[config.mk]
export PLATFORM = sky130hd
export DESIGN_NAME = dispatch_front
export DESIGN_NICKNAME = d
export VERILOG_FILES = /design/src/dispatch_pkg.sv /design/src/inst_decoder.sv /design/src/free_list.sv /design/src/dispatch_packer.sv /design/src/dispatch_front.sv
export VERILOG_INCLUDE_DIRS = /design/src
export SDC_FILE = /design/constraint.sdc
export NUM_CORES = 1
export LEC_CHECK = 0
export BUFFER_PORTS_ARGS = -buffer_cell sky130_fd_sc_hd__buf_2
export CAP_MARGIN = 20
export CELL_PAD_IN_SITES_DETAIL_PLACEMENT = 0
export CELL_PAD_IN_SITES_GLOBAL_PLACEMENT = 1
export CORE_ASPECT_RATIO = 1.75
export CORE_MARGIN = 4
export CORE_UTILIZATION = 35
export DETAILED_ROUTE_END_ITERATION = 10
export GPL_TIMING_DRIVEN = 1
export PLACE_DENSITY = 0.84
export SETUP_SLACK_MARGIN = 0.4
export SYNTH_ARGS = -nofsm -noshare
export SYNTH_HDL_FRONTEND = slang
export SYNTH_SLANG_ARGS = --single-unit
[constraint.sdc]
create_clock -name clock -period 5.55 [get_ports clock]
set_input_delay 1.11 -clock clock [delete_from_list [all_inputs] [get_ports clock]]
set_output_delay 1.11 -clock clock [all_outputs]
set_load 0.01 [all_outputs]
[src/dispatch_macros.svh]
// Width and register-count constants for the dispatch front end; include wherever sizes are needed
`ifndef DISPATCH_MACROS_SVH
`define DISPATCH_MACROS_SVH

// Lanes per fetch bundle
`define DISPATCH_WIDTH 2

// Lane count, holds 0 to DISPATCH_WIDTH
`define COUNT_BITS 2

// Data and address width
`define XLEN 32

// Architectural register file
`define ARCH_REG_COUNT 32
`define REG_IDX_BITS 5

// Physical register file, first ARCH_REG_COUNT tags busy at reset
`define PHYS_REG_COUNT 64
`define PHYS_TAG_BITS 6

// Hardwired zero register index
`define ZERO_REG 5'd0

// WFI encoding, treated as halt
`define HALT_WORD 32'h10500073

`endif

[src/dispatch_pkg.sv]
// Shared instruction-word view and decode enums; import into any dispatch module that needs them
`include "dispatch_macros.svh"

package dispatch_pkg;

    ////////////////////////////////////////
    // Instruction word
    ////////////////////////////////////////

    // Two overlays of one 32-bit word
    // r: R/I/U/J style with rd in bits 11:7
    // s: S/B style with the immediate split around rs1/rs2
    typedef union packed {
        struct packed {
            logic [6:0]                funct7;
            logic [`REG_IDX_BITS-1:0]  rs2;
            logic [`REG_IDX_BITS-1:0]  rs1;
            logic [2:0]                funct3;
            logic [`REG_IDX_BITS-1:0]  rd;
            logic [6:0]                opcode;
        } r;
        struct packed {
            logic [6:0]                imm_hi;
            logic [`REG_IDX_BITS-1:0]  rs2;
            logic [`REG_IDX_BITS-1:0]  rs1;
            logic [2:0]                funct3;
            logic [4:0]                imm_lo;
            logic [6:0]                opcode;
        } s;
    } inst_word_t;

    ////////////////////////////////////////
    // Decode results
    ////////////////////////////////////////

    // Functional unit class, zero value is plain ALU
    typedef enum logic [2:0] {
        OP_ALU    = 3'd0,
        OP_MULT   = 3'd1,
        OP_BRANCH = 3'd2,
        OP_JUMP   = 3'd3,
        OP_LOAD   = 3'd4,
        OP_STORE  = 3'd5,
        OP_SYSTEM = 3'd6
    } op_class_e;

    // Source of operand B, zero value is rs2
    typedef enum logic [2:0] {
        OPB_IS_RS2   = 3'd0,
        OPB_IS_I_IMM = 3'd1,
        OPB_IS_S_IMM = 3'd2,
        OPB_IS_B_IMM = 3'd3,
        OPB_IS_U_IMM = 3'd4,
        OPB_IS_J_IMM = 3'd5
    } opb_select_e;

    // RV32 base opcodes the decoder knows
    typedef enum logic [6:0] {
        OPC_LUI    = 7'b0110111,
        OPC_AUIPC  = 7'b0010111,
        OPC_JAL    = 7'b1101111,
        OPC_JALR   = 7'b1100111,
        OPC_BRANCH = 7'b1100011,
        OPC_LOAD   = 7'b0000011,
        OPC_STORE  = 7'b0100011,
        OPC_OP_IMM = 7'b0010011,
        OPC_OP     = 7'b0110011,
        OPC_SYSTEM = 7'b1110011
    } opcode_e;

endpackage

[src/inst_decoder.sv]
// Combinational single-lane RV32IM decoder; one instance per dispatch lane
`timescale 1ns/1ps
`include "dispatch_macros.svh"

module inst_decoder (
    input  dispatch_pkg::inst_word_t  inst,
    output dispatch_pkg::op_class_e   op_class,
    output dispatch_pkg::opb_select_e opb_select,
    output logic [`XLEN-1:0]          imm,
    output logic                      uses_rd,
    output logic                      illegal,
    output logic                      halt
);
    import dispatch_pkg::*;

    opcode_e opcode;
    logic    writes_rd;

    assign opcode = opcode_e'(inst.r.opcode);

    ////////////////////////////////////////
    // Opcode classification
    ////////////////////////////////////////

    always_comb begin
        op_class   = OP_ALU;
        opb_select = OPB_IS_RS2;
        writes_rd  = 1'b0;
        illegal    = 1'b0;
        halt       = 1'b0;
        case (opcode)
            OPC_LUI, OPC_AUIPC: begin
                opb_select = OPB_IS_U_IMM;
                writes_rd  = 1'b1;
            end
            OPC_JAL: begin
                op_class   = OP_JUMP;
                opb_select = OPB_IS_J_IMM;
                writes_rd  = 1'b1;
            end
            OPC_JALR: begin
                op_class   = OP_JUMP;
                opb_select = OPB_IS_I_IMM;
                writes_rd  = 1'b1;
            end
            // Branches compare rs1/rs2, offset rides as operand B
            OPC_BRANCH: begin
                op_class   = OP_BRANCH;
                opb_select = OPB_IS_B_IMM;
            end
            OPC_LOAD: begin
                op_class   = OP_LOAD;
                opb_select = OPB_IS_I_IMM;
                writes_rd  = 1'b1;
            end
            OPC_STORE: begin
                op_class   = OP_STORE;
                opb_select = OPB_IS_S_IMM;
            end
            OPC_OP_IMM: begin
                opb_select = OPB_IS_I_IMM;
                writes_rd  = 1'b1;
            end
            // funct7 picks base ALU, alternate ALU or M-extension
            OPC_OP: begin
                writes_rd = 1'b1;
                if (inst.r.funct7 == 7'b0000001) begin
                    op_class = OP_MULT;
                end else if (inst.r.funct7 != 7'b0000000 && inst.r.funct7 != 7'b0100000) begin
                    illegal = 1'b1;
                end
            end
            OPC_SYSTEM: begin
                op_class = OP_SYSTEM;
                halt     = (inst == `HALT_WORD);
            end
            default: begin
                illegal = 1'b1;
            end
        endcase
    end

    // Illegal words and x0 targets never claim a physical register
    assign uses_rd = writes_rd && !illegal && (inst.r.rd != `ZERO_REG);

    ////////////////////////////////////////
    // Immediate extraction
    ////////////////////////////////////////

    always_comb begin
        case (opb_select)
            OPB_IS_I_IMM: imm = {{20{inst.r.funct7[6]}}, inst.r.funct7, inst.r.rs2};
            // S and B read the split view
            OPB_IS_S_IMM: imm = {{20{inst.s.imm_hi[6]}}, inst.s.imm_hi, inst.s.imm_lo};
            OPB_IS_B_IMM: imm = {{19{inst.s.imm_hi[6]}}, inst.s.imm_hi[6], inst.s.imm_lo[0],
                                 inst.s.imm_hi[5:0], inst.s.imm_lo[4:1], 1'b0};
            OPB_IS_U_IMM: imm = {inst.r.funct7, inst.r.rs2, inst.r.rs1, inst.r.funct3, 12'b0};
            // J offset bits are scattered over funct7, rs2, rs1 and funct3
            OPB_IS_J_IMM: imm = {{11{inst.r.funct7[6]}}, inst.r.funct7[6], inst.r.rs1,
                                 inst.r.funct3, inst.r.rs2[0], inst.r.funct7[5:0],
                                 inst.r.rs2[4:1], 1'b0};
            default:      imm = '0;
        endcase
    end

endmodule

[src/free_list.sv]
// Physical register free bitmap; offers the lowest free tags to dispatch and takes releases
`timescale 1ns/1ps
`include "dispatch_macros.svh"

module free_list (
    input  logic                        clock,
    input  logic                        rst_n,
    input  logic [`COUNT_BITS-1:0]      take,
    input  logic [`PHYS_REG_COUNT-1:0]  free_mask,
    output logic [`PHYS_TAG_BITS-1:0]   offer_tag [`DISPATCH_WIDTH],
    output logic [`DISPATCH_WIDTH-1:0]  offer_ok
);

    // One bit per physical register, set means free
    logic [`PHYS_REG_COUNT-1:0] free_bits;
    logic [`PHYS_REG_COUNT-1:0] taken_bits;

    // Priority encoder, returns {found, lowest set index}
    function automatic logic [`PHYS_TAG_BITS:0] lowest_free(
        input logic [`PHYS_REG_COUNT-1:0] bits
    );
        logic [`PHYS_TAG_BITS:0] result;
        result = '0;
        // Scan downward so the lowest set bit wins
        for (int i = `PHYS_REG_COUNT - 1; i >= 0; i--) begin
            if (bits[i]) begin
                result = {1'b1, `PHYS_TAG_BITS'(i)};
            end
        end
        return result;
    endfunction

    ////////////////////////////////////////
    // Offer selection
    ////////////////////////////////////////

    // Each encoder sees the bitmap minus the tags offered before it
    always_comb begin
        logic [`PHYS_REG_COUNT-1:0] remaining;
        logic [`PHYS_TAG_BITS:0]    enc;
        remaining = free_bits;
        for (int i = 0; i < `DISPATCH_WIDTH; i++) begin
            enc          = lowest_free(remaining);
            offer_ok[i]  = enc[`PHYS_TAG_BITS];
            offer_tag[i] = enc[`PHYS_TAG_BITS-1:0];
            if (enc[`PHYS_TAG_BITS]) begin
                remaining[enc[`PHYS_TAG_BITS-1:0]] = 1'b0;
            end
        end
    end

    ////////////////////////////////////////
    // Bitmap update
    ////////////////////////////////////////

    // Offers are consumed lowest first, take says how many
    always_comb begin
        taken_bits = '0;
        for (int i = 0; i < `DISPATCH_WIDTH; i++) begin
            if ((`COUNT_BITS'(i) < take) && offer_ok[i]) begin
                taken_bits[offer_tag[i]] = 1'b1;
            end
        end
    end

    // Release after take, so a tag taken and freed together stays free
    always_ff @(posedge clock) begin
        if (!rst_n) begin
            // Architectural mapping owns the low tags out of reset
            free_bits <= {{(`PHYS_REG_COUNT - `ARCH_REG_COUNT){1'b1}},
                          {`ARCH_REG_COUNT{1'b0}}};
        end else begin
            free_bits <= (free_bits & ~taken_bits) | free_mask;
        end
    end

endmodule

[src/dispatch_packer.sv]
// In-order lane selection and tag assignment; registers one dispatch packet per lane
`timescale 1ns/1ps
`include "dispatch_macros.svh"

module dispatch_packer (
    input  logic                        clock,
    input  logic                        rst_n,
    // Fetch bundle
    input  logic                        bundle_valid,
    input  logic [`XLEN-1:0]            bundle_pc,
    input  dispatch_pkg::inst_word_t    bundle_insts [`DISPATCH_WIDTH],
    input  logic [`COUNT_BITS-1:0]      bundle_count,
    // Per-lane decode
    input  dispatch_pkg::op_class_e     dec_op_class [`DISPATCH_WIDTH],
    input  dispatch_pkg::opb_select_e   dec_opb_select [`DISPATCH_WIDTH],
    input  logic [`XLEN-1:0]            dec_imm [`DISPATCH_WIDTH],
    input  logic [`DISPATCH_WIDTH-1:0]  dec_uses_rd,
    input  logic [`DISPATCH_WIDTH-1:0]  dec_illegal,
    input  logic [`DISPATCH_WIDTH-1:0]  dec_halt,
    // Free list
    input  logic [`PHYS_TAG_BITS-1:0]   offer_tag [`DISPATCH_WIDTH],
    input  logic [`DISPATCH_WIDTH-1:0]  offer_ok,
    output logic [`COUNT_BITS-1:0]      take,
    // Back to fetch, same cycle
    output logic [`COUNT_BITS-1:0]      consumed,
    // Registered dispatch packet
    output logic                        dispatch_valid,
    output logic [`COUNT_BITS-1:0]      dispatch_count,
    output logic [`XLEN-1:0]            disp_pc [`DISPATCH_WIDTH],
    output dispatch_pkg::op_class_e     disp_op_class [`DISPATCH_WIDTH],
    output dispatch_pkg::opb_select_e   disp_opb_select [`DISPATCH_WIDTH],
    output logic [`XLEN-1:0]            disp_imm [`DISPATCH_WIDTH],
    output logic [`REG_IDX_BITS-1:0]    disp_rs1 [`DISPATCH_WIDTH],
    output logic [`REG_IDX_BITS-1:0]    disp_rs2 [`DISPATCH_WIDTH],
    output logic [`REG_IDX_BITS-1:0]    disp_rd [`DISPATCH_WIDTH],
    output logic [`DISPATCH_WIDTH-1:0]  disp_uses_rd,
    output logic [`PHYS_TAG_BITS-1:0]   disp_phys_rd [`DISPATCH_WIDTH],
    output logic [`DISPATCH_WIDTH-1:0]  disp_illegal,
    output logic [`DISPATCH_WIDTH-1:0]  disp_halt
);
    import dispatch_pkg::*;

    logic [`DISPATCH_WIDTH-1:0] lane_go;
    logic [`PHYS_TAG_BITS-1:0]  lane_tag [`DISPATCH_WIDTH];

    ////////////////////////////////////////
    // Lane selection
    ////////////////////////////////////////

    always_comb begin
        logic chain;
        int   used;
        int   n_go;
        chain = bundle_valid;
        used  = 0;
        n_go  = 0;
        for (int i = 0; i < `DISPATCH_WIDTH; i++) begin
            lane_go[i]  = 1'b0;
            lane_tag[i] = '0;
            // Lane needs a valid slot, a live chain and a tag if it writes rd
            if (chain && (`COUNT_BITS'(i) < bundle_count) &&
                (!dec_uses_rd[i] || offer_ok[used])) begin
                lane_go[i] = 1'b1;
                n_go       = n_go + 1;
                if (dec_uses_rd[i]) begin
                    lane_tag[i] = offer_tag[used];
                    used        = used + 1;
                end
                // Nothing dispatches behind a halt
                chain = !dec_halt[i];
            end else begin
                chain = 1'b0;
            end
        end
        take     = `COUNT_BITS'(used);
        consumed = `COUNT_BITS'(n_go);
    end

    ////////////////////////////////////////
    // Dispatch register
    ////////////////////////////////////////

    always_ff @(posedge clock) begin
        if (!rst_n) begin
            dispatch_valid <= 1'b0;
            dispatch_count <= '0;
            disp_uses_rd   <= '0;
            disp_illegal   <= '0;
            disp_halt      <= '0;
            for (int i = 0; i < `DISPATCH_WIDTH; i++) begin
                disp_pc[i]         <= '0;
                disp_op_class[i]   <= OP_ALU;
                disp_opb_select[i] <= OPB_IS_RS2;
                disp_imm[i]        <= '0;
                disp_rs1[i]        <= '0;
                disp_rs2[i]        <= '0;
                disp_rd[i]         <= '0;
                disp_phys_rd[i]    <= '0;
            end
        end else begin
            dispatch_valid <= bundle_valid;
            dispatch_count <= consumed;
            disp_uses_rd   <= lane_go & dec_uses_rd;
            disp_illegal   <= lane_go & dec_illegal;
            disp_halt      <= lane_go & dec_halt;
            // Undispatched lanes read back as all zero
            for (int i = 0; i < `DISPATCH_WIDTH; i++) begin
                disp_pc[i]         <= lane_go[i] ? bundle_pc + `XLEN'(4 * i) : '0;
                disp_op_class[i]   <= lane_go[i] ? dec_op_class[i] : OP_ALU;
                disp_opb_select[i] <= lane_go[i] ? dec_opb_select[i] : OPB_IS_RS2;
                disp_imm[i]        <= lane_go[i] ? dec_imm[i] : '0;
                disp_rs1[i]        <= lane_go[i] ? bundle_insts[i].r.rs1 : '0;
                disp_rs2[i]        <= lane_go[i] ? bundle_insts[i].r.rs2 : '0;
                disp_rd[i]         <= lane_go[i] ? bundle_insts[i].r.rd : '0;
                disp_phys_rd[i]    <= lane_tag[i];
            end
        end
    end

endmodule

[src/dispatch_front.sv]
// Dispatch front end top level; connects lane decoders, free list and packer for the core
`timescale 1ns/1ps
`include "dispatch_macros.svh"

module dispatch_front (
    input  logic                        clock,
    input  logic                        rst_n,
    // Fetch side
    input  logic                        bundle_valid,
    input  logic [`XLEN-1:0]            bundle_pc,
    input  dispatch_pkg::inst_word_t    bundle_insts [`DISPATCH_WIDTH],
    input  logic [`COUNT_BITS-1:0]      bundle_count,
    output logic [`COUNT_BITS-1:0]      consumed,
    // Retire side release
    input  logic [`PHYS_REG_COUNT-1:0]  free_mask,
    // Dispatch packet
    output logic                        dispatch_valid,
    output logic [`COUNT_BITS-1:0]      dispatch_count,
    output logic [`XLEN-1:0]            disp_pc [`DISPATCH_WIDTH],
    output dispatch_pkg::op_class_e     disp_op_class [`DISPATCH_WIDTH],
    output dispatch_pkg::opb_select_e   disp_opb_select [`DISPATCH_WIDTH],
    output logic [`XLEN-1:0]            disp_imm [`DISPATCH_WIDTH],
    output logic [`REG_IDX_BITS-1:0]    disp_rs1 [`DISPATCH_WIDTH],
    output logic [`REG_IDX_BITS-1:0]    disp_rs2 [`DISPATCH_WIDTH],
    output logic [`REG_IDX_BITS-1:0]    disp_rd [`DISPATCH_WIDTH],
    output logic [`DISPATCH_WIDTH-1:0]  disp_uses_rd,
    output logic [`PHYS_TAG_BITS-1:0]   disp_phys_rd [`DISPATCH_WIDTH],
    output logic [`DISPATCH_WIDTH-1:0]  disp_illegal,
    output logic [`DISPATCH_WIDTH-1:0]  disp_halt
);
    import dispatch_pkg::*;

    // Decoder to packer
    op_class_e                  dec_op_class [`DISPATCH_WIDTH];
    opb_select_e                dec_opb_select [`DISPATCH_WIDTH];
    logic [`XLEN-1:0]           dec_imm [`DISPATCH_WIDTH];
    logic [`DISPATCH_WIDTH-1:0] dec_uses_rd;
    logic [`DISPATCH_WIDTH-1:0] dec_illegal;
    logic [`DISPATCH_WIDTH-1:0] dec_halt;

    // Free list handshake
    logic [`PHYS_TAG_BITS-1:0]  offer_tag [`DISPATCH_WIDTH];
    logic [`DISPATCH_WIDTH-1:0] offer_ok;
    logic [`COUNT_BITS-1:0]     take;

    ////////////////////////////////////////
    // Lane decoders
    ////////////////////////////////////////

    for (genvar g = 0; g < `DISPATCH_WIDTH; g++) begin : g_dec
        inst_decoder dec_i (
            .inst      (bundle_insts[g]),
            .op_class  (dec_op_class[g]),
            .opb_select(dec_opb_select[g]),
            .imm       (dec_imm[g]),
            .uses_rd   (dec_uses_rd[g]),
            .illegal   (dec_illegal[g]),
            .halt      (dec_halt[g])
        );
    end

    ////////////////////////////////////////
    // Allocation and packing
    ////////////////////////////////////////

    free_list free_list0 (
        .clock    (clock),
        .rst_n    (rst_n),
        .take     (take),
        .free_mask(free_mask),
        .offer_tag(offer_tag),
        .offer_ok (offer_ok)
    );

    dispatch_packer packer0 (
        .clock          (clock),
        .rst_n          (rst_n),
        .bundle_valid   (bundle_valid),
        .bundle_pc      (bundle_pc),
        .bundle_insts   (bundle_insts),
        .bundle_count   (bundle_count),
        .dec_op_class   (dec_op_class),
        .dec_opb_select (dec_opb_select),
        .dec_imm        (dec_imm),
        .dec_uses_rd    (dec_uses_rd),
        .dec_illegal    (dec_illegal),
        .dec_halt       (dec_halt),
        .offer_tag      (offer_tag),
        .offer_ok       (offer_ok),
        .take           (take),
        .consumed       (consumed),
        .dispatch_valid (dispatch_valid),
        .dispatch_count (dispatch_count),
        .disp_pc        (disp_pc),
        .disp_op_class  (disp_op_class),
        .disp_opb_select(disp_opb_select),
        .disp_imm       (disp_imm),
        .disp_rs1       (disp_rs1),
        .disp_rs2       (disp_rs2),
        .disp_rd        (disp_rd),
        .disp_uses_rd   (disp_uses_rd),
        .disp_phys_rd   (disp_phys_rd),
        .disp_illegal   (disp_illegal),
        .disp_halt      (disp_halt)
    );

endmodule

==> impl_metrics.csv, run 1 <==
group,metric,value,unit
place,place.port_buffers,357,
critical_path,path_max_fanout,8,
yosys,yosys_warnings,0,
layout,n_fill_cell,3497,
critical_path,arrival,4.67,ns
outcome,status,"finished, violations left",
routing,drc,0,
yosys,syn-num-nets,1720,
routing,via_per_inst,5.856,
routing,routedWlPerCell,25.86,µm
clock_network,clkTransAtPathRegs,0.07,ns
global_route,antenna_found_initial,1,
yosys,synth.top_cells.by_area,"dfxtp_1, nor2_1, a21oi_1, and3_1, o221ai_1",
sta,finalCritPeriodShare,104.2,%
routing,drtIter0Drc,1098,
clock_network,clkSinkCount,255,
global_route,grt_pass1_wl,100.0,mm
yosys,synth_edf_count,0,
layout,ff_latch_area,5139,µm²
yosys,yosys.area.top_type,"dfxtp_1",
sta,slew_headroom,35.49,%
sta,worstMarginPinSlew,0.9603,ns
sta,clock_skew,0.01185,ns
yosys,ys_seq_area_share,40.20,%
routing,first_pass_iters,7,
clock_network,cts_tree,"built",
power,cellLeakagePower,0.008275,µW
clock_network,clk-insertion-delay-late,0.55,ns
floorplanning,core_area,35910,µm²
place,place.gp.congestion,1.083,
layout,fin_cells,2651,
layout,post-route-util,53.53,%
critical_path,critical_path_class,"reg -> out",
sta,hold_viol,0,
global_route,grt_pass1_vias,16220,
outcome,violations,"setup timing",
routing,antenna_left,0,
sta,max_freq,0.1730,GHz
global_route,overflow,0,
layout,nets,2334,
yosys,avgSynthCellArea,8.182,µm²
floorplanning,num_rows,92,
sta,setup_violations,2,
layout,final_common_cell,"buf_2",
power,p_per_area,245.8,nW/µm²
sta,setup_ws,-0.2306,ns
layout,syn_to_final_growth,51.40,%
flow_run,cap_viol_max_count,0,
floorplanning,die_y,260.0,µm
global_route,grt_max_degree,92,
floorplanning,die_x,152.0,µm
floorplanning,dieArea,39510,µm²
yosys,synthesis.area,12700,µm²
sta,finalCriticalPeriod,5.781,ns
layout,final_cell_mix,"buf_2, buf_4, dfxtp_1",
yosys,synth_ff_type,"dfxtp_1",
critical_path,cp-end-kind,"output port",
routing,routed-via-count,15520,
power,vdd_drop_max,0.2599,mV
layout,multiInputGateArea,7914,µm²
yosys,synthArstFlopShare,0,%
clock_network,ctsLongestPathBuffers,3,
yosys,ys_ff_latch,255,
place,dp.final_hpwl,54.57,mm
critical_path,required,4.44,ns
global_route,gr-usage-all-layers,32.80,%
clock_network,cts_root_buf,"clkbuf_16",
sta,maxSlewViolCount,0,
layout,antennaDiodeCount,0,
layout,layout-drive-gt1-share,41.63,%
floorplanning,initial_core_util,35.36,%
routing,drt-total-wl,68.55,mm
place,placedCellCount,2580,
critical_path,start_kind,"register",
clock_network,cts_buffers,25,
clock_network,htree_levels,1,
yosys,synth_top_area_share,40.20,%
yosys,ys_types,94,
floorplanning,io_pins,358,
hold_path,holdCritPathClass,"reg -> reg",
sta,rsz0062_at_grt,"true",
yosys,synthCells,1552,
repair_timing:
item / 4_1_cts / 5_1_grt
endpoints found under the setup margin: 71 / 61
resized for setup: 99 / 134
hold buffers: 0 / 0
endpoints found under the hold margin: 0 / 0
pin swaps: 38 / 56
setup buffers: 17 / 12
critical path, stage by stage, from the launching register on:
cell	delay, ns
dfxtp_4	0.38
or4_1	0.52
o311ai_1	0.12
nand4b_1	0.27
nand2_1	0.18
o311ai_2	0.15
buf_4	0.23
a2111o_1	0.46
o2bb2ai_2	0.15
or4b_4	0.59
nor4_4	0.31
a41o_1	0.21
a21oi_2	0.07
ha_1	0.30
buf_2	0.14
sequential cells by signal (all words and copies together), names as in the netlist:
signal	flops
free_list0.free_bits	64
packer0.disp_halt	2
packer0.disp_illegal	2
packer0.disp_imm	64
packer0.disp_op_class	6
packer0.disp_opb_select	6
packer0.disp_pc	64
packer0.disp_phys_rd	12
packer0.disp_rd	10
packer0.disp_rs1	10
packer0.disp_rs2	10
packer0.disp_uses_rd	2
packer0.dispatch_count	2
packer0.dispatch_valid	1
final cells by class:
type | count | area share (%)
clock inverters | 14 | 1.002
repair buffers | 684 | 23.42
multi-input cells | 1138 | 41.16
flip-flops and latches | 255 | 26.73
clock buffers | 28 | 3.417
inverters | 62 | 1.210
well taps | 470 | 3.059
report_power, final:
part           internal (µW)  switching [µW]  leakage [µW]
Clock                   1040             780      0.000416
Sequential              1870            42.6       0.00207
Combinational            397             593       0.00578
per-layer routing:
metal	track usage (%)	share of wire (%)	wire (µm)	vias up
met5	0	0	0	-
met2	60.07	51	34940	810
met1	32.78	33	22790	7460
met4	22.77	8.5	5805	0
met3	7.176	7.3	5019	262
li1	-	-	-	6991
synth_stat cells (all sizes together) (4+ instances only):
library cell and instances:
or2 12, nor4b 4, o21bai 5, o22ai 5
nand2b 13, o21ai 67, dfxtp 255, nor2 185
and3 79, xor2 13, a31oi 12, o311ai 8
nand4 19, nand2 105, inv 61, a2111oi 13
and4 5, or3b 4, nor3 43, nand3 51
clkbuf 70, or3 16, nand4b 6, or4b 4
nand3b 22, a22oi 10, o211ai 24, and2 21
xnor2 14, a211oi 26, o31ai 8, a21o 8
o21a 16, buf 27, o41ai 11, o2111ai 19
a211o 8, o221ai 45, o41a 10, nor4 30
or4 9, a21oi 123, nor2b 18
kinds of logic after synthesis:
| group | after synthesis | share of synthesized area (%) |
|---|---|---|
| xor gates and xnor gates | 27 | 1.862 |
| and+or+nand+nor | 653 | 27.23 |
| AOI/OAI and AO/OA | 454 | 25.33 |
| DFF | 255 | 40.20 |
| adders and majority gates | 3 | 0.2956 |
| muxes | 1 | 0.07883 |
| buffers and inverters | 159 | 4.995 |
path summary, 6_finish.rpt:
| kind | from | end | slack [ns] | cells after the start |
|---|---|---|---|---|
| setup / recovery | free_list0.free_bits[25] | consumed[0] | -0.23 | 14 |
| hold / removal | free_list0.free_bits[47] | free_list0.free_bits[47] | 0.53 | 2 |
| setup reg to reg | free_list0.free_bits[23] | free_list0.free_bits[42] | 0.26 | 22 |
| hold reg to reg | free_list0.free_bits[47] | free_list0.free_bits[47] | 0.53 | 2 |
per-stage QoR:
| stage | hold WS [ns] | worst slack, ns | cell area, µm² | setup TNS, ns | total power (µW) |
|---|---|---|---|---|---|
| 2_1_floorplan | 0.5044 | 0.4082 | 12700 | 0 | 2264 |
| 3_3_place_gp | 0.5147 | -0.4371 | 17050 | -5.906 | 2780 |
| 3_5_place_dp | 0.5246 | -0.3326 | 17050 | -4.108 | 2776 |
| 4_1_cts | 0.5435 | -0.1436 | 18450 | -0.1917 | 4643 |
| 5_1_grt | 0.5424 | -0.3235 | 19230 | -0.5514 | 4873 |
| 6_report | 0.5325 | -0.2306 | 19230 | -0.3696 | 4726 |
No activity file was read; power rests on OpenSTA's default activity.
==> run 2: changes to the inputs <==
--- a/config.mk
+++ b/config.mk
@@ -6,6 +6,7 @@
 export SDC_FILE = /design/constraint.sdc
 export NUM_CORES = 1
 export LEC_CHECK = 0
+export ABC_AREA = 1
 export BUFFER_PORTS_ARGS = -buffer_cell sky130_fd_sc_hd__buf_2
 export CAP_MARGIN = 20
 export CELL_PAD_IN_SITES_DETAIL_PLACEMENT = 0
@@ -15,7 +16,7 @@
 export CORE_UTILIZATION = 35
 export DETAILED_ROUTE_END_ITERATION = 10
 export GPL_TIMING_DRIVEN = 1
-export PLACE_DENSITY = 0.84
+export PLACE_DENSITY = 0.88
 export SETUP_SLACK_MARGIN = 0.4
 export SYNTH_ARGS = -nofsm -noshare
 export SYNTH_HDL_FRONTEND = slang
==> run 2 against run 1 <==
Net effect: the run still ends with setup timing left; first-iteration DRC count shrank 34%; register-to-register slack lost 2.1 ns; sequential power is essentially flat; setup slack lost 1.6 ns; critical endpoint is now free_list0.free_bits[47]; largest cell class unchanged.
==> impl_metrics.csv, run 2 <==
group,metric,value,unit
outcome,status,"finished, violations left",
outcome,violations,"setup timing",
layout,post-route-util,52.56,%
critical_path,max_stage_delay,0.33,ns
routing,via_per_inst,4.890,
yosys,synthesis.area,11740,µm²
hold_path,holdCritPathClass,"reg -> reg",
critical_path,rr_endpoint,"free_list0.free_bits[47]",
power,p_seq_share,43.1,%
floorplanning,dieArea,36660,µm²
place,place.gp.congestion,0.9549,
critical_path,crit_family,"simple AND/OR/NAND/NOR gates",
layout,layout-drive-gt1-share,31.44,%
global_route,grt_max_degree,66,
sta,worstMarginPinSlew,0.8983,ns
routing,routedWlPerCell,17.25,µm
sta,setup_ws,-1.878,ns
clock_network,cts_tree,"built",
yosys,synth_edf_count,0,
yosys,synth_commonest_cells,"nand2_1, nor2_1, inv_1, dfxtp_1, a21oi_1",
power,intPower,3157,µW
critical_path,arrival,7.86,ns
yosys,synth.top_cells.by_area,"dfxtp_1, nand2_1, nor2_1, inv_1, a21oi_1",
critical_path,timing.rr.start,"free_list0.free_bits[62]",
routing,drtIter0Drc,722,
critical_path,critical_path_class,"reg -> reg",
layout,syn_to_final_growth,47.83,%
floorplanning,die_x,146.5,µm
critical_path,crit_buf_inv,2,
floorplanning,num_rows,88,
global_route,grt_pass1_wl,73.61,mm
clock_network,clkTransAtPathRegs,0.06,ns
hold_path,hold_depth,2,
critical_path,cp-end-kind,"register",
yosys,ys_ff_latch,255,
layout,top_regs,"free_list0.free_bits: 64 flops, packer0.disp_imm: 64 flops, packer0.disp_pc: 64 flops",
clock_network,cts_root_buf,"clkbuf_16",
yosys,ys_seq_area_share,43.47,%
routing,drc,0,
clock_network,htree_levels,1,
routing,first_pass_iters,5,
place,place.port_buffers,357,
sta,max_freq,0.1346,GHz
yosys,synthCells,1798,
power,swShare,28.11,%
yosys,yosysMostFrequentCell,"nand2_1",
clock_network,clkSinkCount,255,
flow_run,cap_viol_max_count,0,
sta,clock_skew,0.01460,ns
clock_network,cts_buffers,25,
floorplanning,core_area,33030,µm²
sta,whs,0.5079,ns
place,dp.final_hpwl,39.85,mm
sta,finalCritPeriodShare,133.8,%
power,p_sw,1235,µW
layout,nets,2592,
sta,hold_viol,0,
clock_network,clk-insertion-delay-late,0.56,ns
clock_network,hold_buffers,0,
sta,finalCriticalPeriod,7.428,ns
layout,final_cell_mix,"nand2_1, buf_2, nor2_1",
floorplanning,io_pins,358,
clock_network,ctsLongestPathBuffers,3,
critical_path,path_common_cell,"nand2_1",
critical_path,path_max_fanout,6,
yosys,synth_top_area_share,43.47,%
yosys,syn-num-nets,1966,
power,clock_power_share,40.9,%
routing,routed-via-count,13940,
yosys,synthArstFlopShare,0,%
global_route,overflow,0,
yosys,synth_ff_type,"dfxtp_1",
global_route,grt_pass1_vias,14100,
sta,rsz0062_at_grt,"true",
sta,setup_violations,162,
hold_path,min_to,"free_list0.free_bits[36]",
power,cellLeakagePower,0.009097,µW
critical_path,r2r_slack,-1.88,ns
power,comb_power_share,16.0,%
critical_path,reg2reg_depth,128,
yosys,yosys_warnings,0,
critical_path,critical-path-slowest-cell,"dfxtp_2",
global_route,antenna_found_initial,10,
sta,maxSlewViolCount,0,
hold_path,hp-start,"free_list0.free_bits[36]",
yosys,avgSynthCellArea,6.532,µm²
power,vdd_drop_max,0.2394,mV
layout,final_common_cell,"nand2_1",
critical_path,start_kind,"register",
sta,slew_headroom,40.11,%
yosys,yosys.area.top_type,"dfxtp_1",
routing,antenna_left,0,
floorplanning,initial_core_util,35.55,%
routing,drt-total-wl,49.16,mm
yosys,ys_types,42,
floorplanning,die_y,250.3,µm
global_route,gr-usage-all-layers,25.39,%
power,p_per_area,253.0,nW/µm²
critical_path,required,5.98,ns
==> run 2: metal layers <==
layer / global-route usage [%] / wire, µm
met5: 0 / 88
met4: 14.91 / 3350
met3: 5.412 / 3004
met2: 50.13 / 26550
met1: 23.29 / 16170
==> run 2: cell families after synthesis <==
group / count (synthesis) / share of synthesized area [%]
flops: 255 / 43.47
simple gates: 962 / 33.89
buf+inv: 331 / 10.73
xor+xnor: 3 / 0.2238
fa+ha+maj: 3 / 0.3197
compound gates: 244 / 11.37
==> run 2: worst min-delay path, stage by stage (launching register included) <==
cell	delay, ns
dfxtp_1	0.34
nand3_1	0.09
nand2_1	0.04
==> run 2: how the worst max path moves through the flow <==
stage                                   from                        to  cells past startpoint
floorplan           free_list0.free_bits[62]  free_list0.free_bits[48]                    128
global placement    free_list0.free_bits[62]  free_list0.free_bits[13]                    128
detailed placement  free_list0.free_bits[62]  free_list0.free_bits[25]                    128
CTS                 free_list0.free_bits[62]  free_list0.free_bits[63]                    128
global route        free_list0.free_bits[62]  free_list0.free_bits[21]                    128
finish              free_list0.free_bits[62]  free_list0.free_bits[47]                    128
==> run 2: cell type report <==
type,count,area (µm²)
Antenna cell,2,5.005
Clock buffer,31,668.1
Clock inverter,15,190.2
Fill cell,3321,15670
Inverter,289,1095
Multi-Input combinational cell,1213,5736
Sequential cell,255,5109
Tap cell,405,506.7
Timing Repair Buffer,640,4051
==> run 2: power by group through the flow <==
stage          clock network [µW]  logic [µW]  registers, µW
2_1_floorplan                   0         279           1950
3_3_place_gp                    0         623           1930
3_5_place_dp                    0         629           1930
4_1_cts                      1840         666           1890
5_1_grt                      1900         759           1890
6_report                     1800         703           1890
==> run 2: through the flow <==
step / setup slack, ns / setup TNS [ns] / total power [µW] / cell area, µm² / std cells
6_report: -1.878 / -186.25 / 4392 / 17360 / 2850
5_1_grt: -3.102 / -347.78 / 4557 / 17360 / 2850
4_1_cts: -1.900 / -198.20 / 4394 / 17100 / 2840
3_5_place_dp: -2.032 / -199.70 / 2561 / 15990 / 2788
3_3_place_gp: -2.036 / -203.65 / 2555 / 15990 / 2788
2_1_floorplan: -0.9660 / -53.73 / 2226 / 11810 / 1798
==> run 2: what timing repair did <==
action                                 4_1_cts  5_1_grt
resized for setup                           52       44
pin swaps                                    4        9
gates cloned                                 1        1
setup buffers                                5        7
setup endpoints to repair                  162      162
endpoints found under the hold margin        0        0
==> run 3: changes to the inputs <==
--- a/config.mk
+++ b/config.mk
@@ -17,6 +17,7 @@
 export DETAILED_ROUTE_END_ITERATION = 10
 export GPL_TIMING_DRIVEN = 1
 export PLACE_DENSITY = 0.88
+export REMOVE_ABC_BUFFERS = 1
 export SETUP_SLACK_MARGIN = 0.4
 export SYNTH_ARGS = -nofsm -noshare
 export SYNTH_HDL_FRONTEND = slang
==> constraint.sdc (replaced) <==
create_clock -name clock -period 5.55 [get_ports clock]
set_input_delay 1.3875 -clock clock [delete_from_list [all_inputs] [get_ports clock]]
set_output_delay 1.3875 -clock clock [all_outputs]
set_load 0.01 [all_outputs]
==> run 3 against run 2 <==
Net effect: global-route usage increased by 1.6 points; sequential share of layout area decreased by 1.8 points; count of clock-buffer cells in the layout increased by 2; non-clock buffer count increased by 38; combinational power increased by 17%; the run still ends with setup timing left; critical path type is now reg -> out; core utilization increased by 3.3 points; register-to-register slack got worse by 0.08 ns; final cell count increased by 1.3%; routed wire length increased by 5.0%; clock power increased by 5%; critical path depth decreased by 47.
==> impl_metrics.csv, run 3 (synthesis gave the netlist of run 2 again) <==
group,metric,value,unit
outcome,status,"finished, violations left",
outcome,violations,"setup timing",
sta,setup_ws,-2.088,ns
critical_path,required,4.16,ns
floorplanning,die_y,250.3,µm
layout,n_fill_cell,3160,
critical_path,path_max_fanout,5,
sta,max_freq,0.1309,GHz
floorplanning,initial_core_util,35.55,%
place,pre_cts_ws,-2.062,ns
routing,routedWlPerCell,17.89,µm
critical_path,r2r_slack,-1.96,ns
clock_network,htree_levels,1,
sta,rsz0062_at_grt,"true",
critical_path,rr_endpoint,"free_list0.free_bits[49]",
critical_path,crit_buf_inv,9,
critical_path,cp-end-kind,"output port",
flow_run,cap_viol_max_count,0,
critical_path,max_stage_delay,0.33,ns
clock_network,cts_tree,"built",
global_route,grt_max_degree,65,
place,dp.final_hpwl,39.69,mm
layout,post-route-util,55.89,%
layout,final_common_cell,"nand2_1",
critical_path,arrival,6.25,ns
routing,drtIter0Drc,657,
clock_network,cts_root_buf,"clkbuf_16",
place,place.gp.congestion,0.9665,
layout,syn_to_final_growth,57.20,%
critical_path,critical-path-slowest-cell,"dfxtp_2",
global_route,grt_busiest_layer,"met2",
layout,layout-drive-gt1-share,36.43,%
clock_network,cts_buffers,25,
layout,ff_latch_area,5106,µm²
global_route,antenna_found_initial,4,
clock_network,clk-insertion-delay-late,0.56,ns
sta,maxSlewViolCount,0,
critical_path,crit_start,"free_list0.free_bits[62]",
power,cellLeakagePower,0.009566,µW
floorplanning,die_x,146.5,µm
sta,finalCriticalPeriod,7.638,ns
layout,final_cell_mix,"nand2_1, buf_2, nor2_1",
routing,drc,0,
clock_network,ctsLongestPathBuffers,3,
critical_path,path_common_cell,"nand2_1",
sta,worstMarginPinSlew,0.9261,ns
global_route,grt_pass1_wl,78.32,mm
power,p_per_area,249.5,nW/µm²
floorplanning,io_pins,358,
clock_network,clkSinkCount,255,
place,place.port_buffers,357,
global_route,grt_pass1_vias,14840,
critical_path,worstSetupEndpoint,"consumed[0]",
global_route,use_met2,51.38,%
global_route,use_met3,6.624,%
routing,drt-total-wl,51.62,mm
power,vdd_drop_max,0.2663,mV
layout,multiInputGateArea,6185,µm²
sta,clock_skew,0.01389,ns
critical_path,reg2reg_depth,98,
floorplanning,dieArea,36660,µm²
sta,finalCritPeriodShare,137.6,%
floorplanning,core_area,33030,µm²
sta,slew_headroom,38.26,%
critical_path,timing.rr.start,"free_list0.free_bits[62]",
global_route,met1_usage,25.20,%
critical_path,critical_path_class,"reg -> out",
clock_network,clkTransAtPathRegs,0.06,ns
floorplanning,num_rows,88,
routing,via_per_inst,4.985,
critical_path,crit_cells,81,
layout,top_regs,"free_list0.free_bits: 64 flops, packer0.disp_imm: 64 flops, packer0.disp_pc: 64 flops",
global_route,gr-usage-all-layers,26.94,%
routing,first_pass_iters,5,
clock_network,hold_buffers,0,
hold_path,hp-start,"free_list0.free_bits[19]",
sta,hold_viol,0,
critical_path,start_kind,"register",
layout,nets,2629,
sta,whs,0.5968,ns
global_route,overflow,0,
routing,routed-via-count,14390,
routing,antenna_left,0,
power,p_total,4606,µW
critical_path,crit_family,"simple AND/OR/NAND/NOR gates",
sta,setup_violations,162,
hold_path,holdCritPathClass,"reg -> reg",
[run 3: cell count changes in the layout (fill, tap and decap cells not counted), sizes merged, moves of 2 or more]
cell      previous run  this run
inv                290       288
buf                639       677
clkinv               7         5
bufinv               3         6
clkinvlp             4         2
[run 3: layout make-up]
| type | count | share of cell area, % |
|---|---|---|
| clock inverter | 12 | 1.254 |
| timing repair buffer | 678 | 25.26 |
| clock buffer | 33 | 3.606 |
| multi-input combinational | 1212 | 33.50 |
| antenna | 2 | 0.02711 |
| inverter | 289 | 5.950 |
| tap | 405 | 2.745 |
| sequential | 255 | 27.66 |
[run 3: what timing repair did]
item / 4_1_cts / 5_1_grt
gates resized for setup: 165 / 107
setup endpoints to repair: 162 / 162
gates cloned: 10 / 0
pin swaps: 23 / 54
setup buffers: 28 / 14
[run 3: through the flow]
step	std cells	area (µm²)	TNS [ns]
after floorplan	1756	11570	-160.10
after global placement	2787	15960	-183.97
after detailed placement	2787	15960	-182.48
after CTS	2870	17930	-162.03
after global routing	2885	18460	-339.39
final	2886	18460	-176.94
[run 3: tightest hold or removal path, delay by kind of cell (launching register included)]
kind,cells,cell delay [ns]
and+or+nand+nor,1,0.05
buffers and inverters,1,0.05
DFF,1,0.34
AOI/OAI and AO/OA,2,0.12
[run 3: metal layers]
metal | vias up | part of all wire [%]
met5 | - | 0.025
met4 | 2 | 7.6
met3 | 203 | 7.8
met2 | 638 | 52
met1 | 6580 | 32
li1 | 6965 | -
[run 3: how the worst min path moves through the flow]
stage | end | slack [ns] | cells past startpoint
3_5_place_dp | free_list0.free_bits[0] | 0.60 | 3
4_1_cts | free_list0.free_bits[0] | 0.61 | 3
6_report | free_list0.free_bits[19] | 0.60 | 4
2_1_floorplan | free_list0.free_bits[32] | 0.45 | 2
3_3_place_gp | free_list0.free_bits[44] | 0.59 | 3
5_1_grt | free_list0.free_bits[19] | 0.63 | 4
[run 3: power breakdown]
part | total, µW | leakage [µW] | switching, µW | internal, µW
clock | 1890 | 0.000434 | 762 | 1130
sequential | 1890 | 0.00208 | 19.2 | 1870
combinational | 821 | 0.00706 | 480 | 341
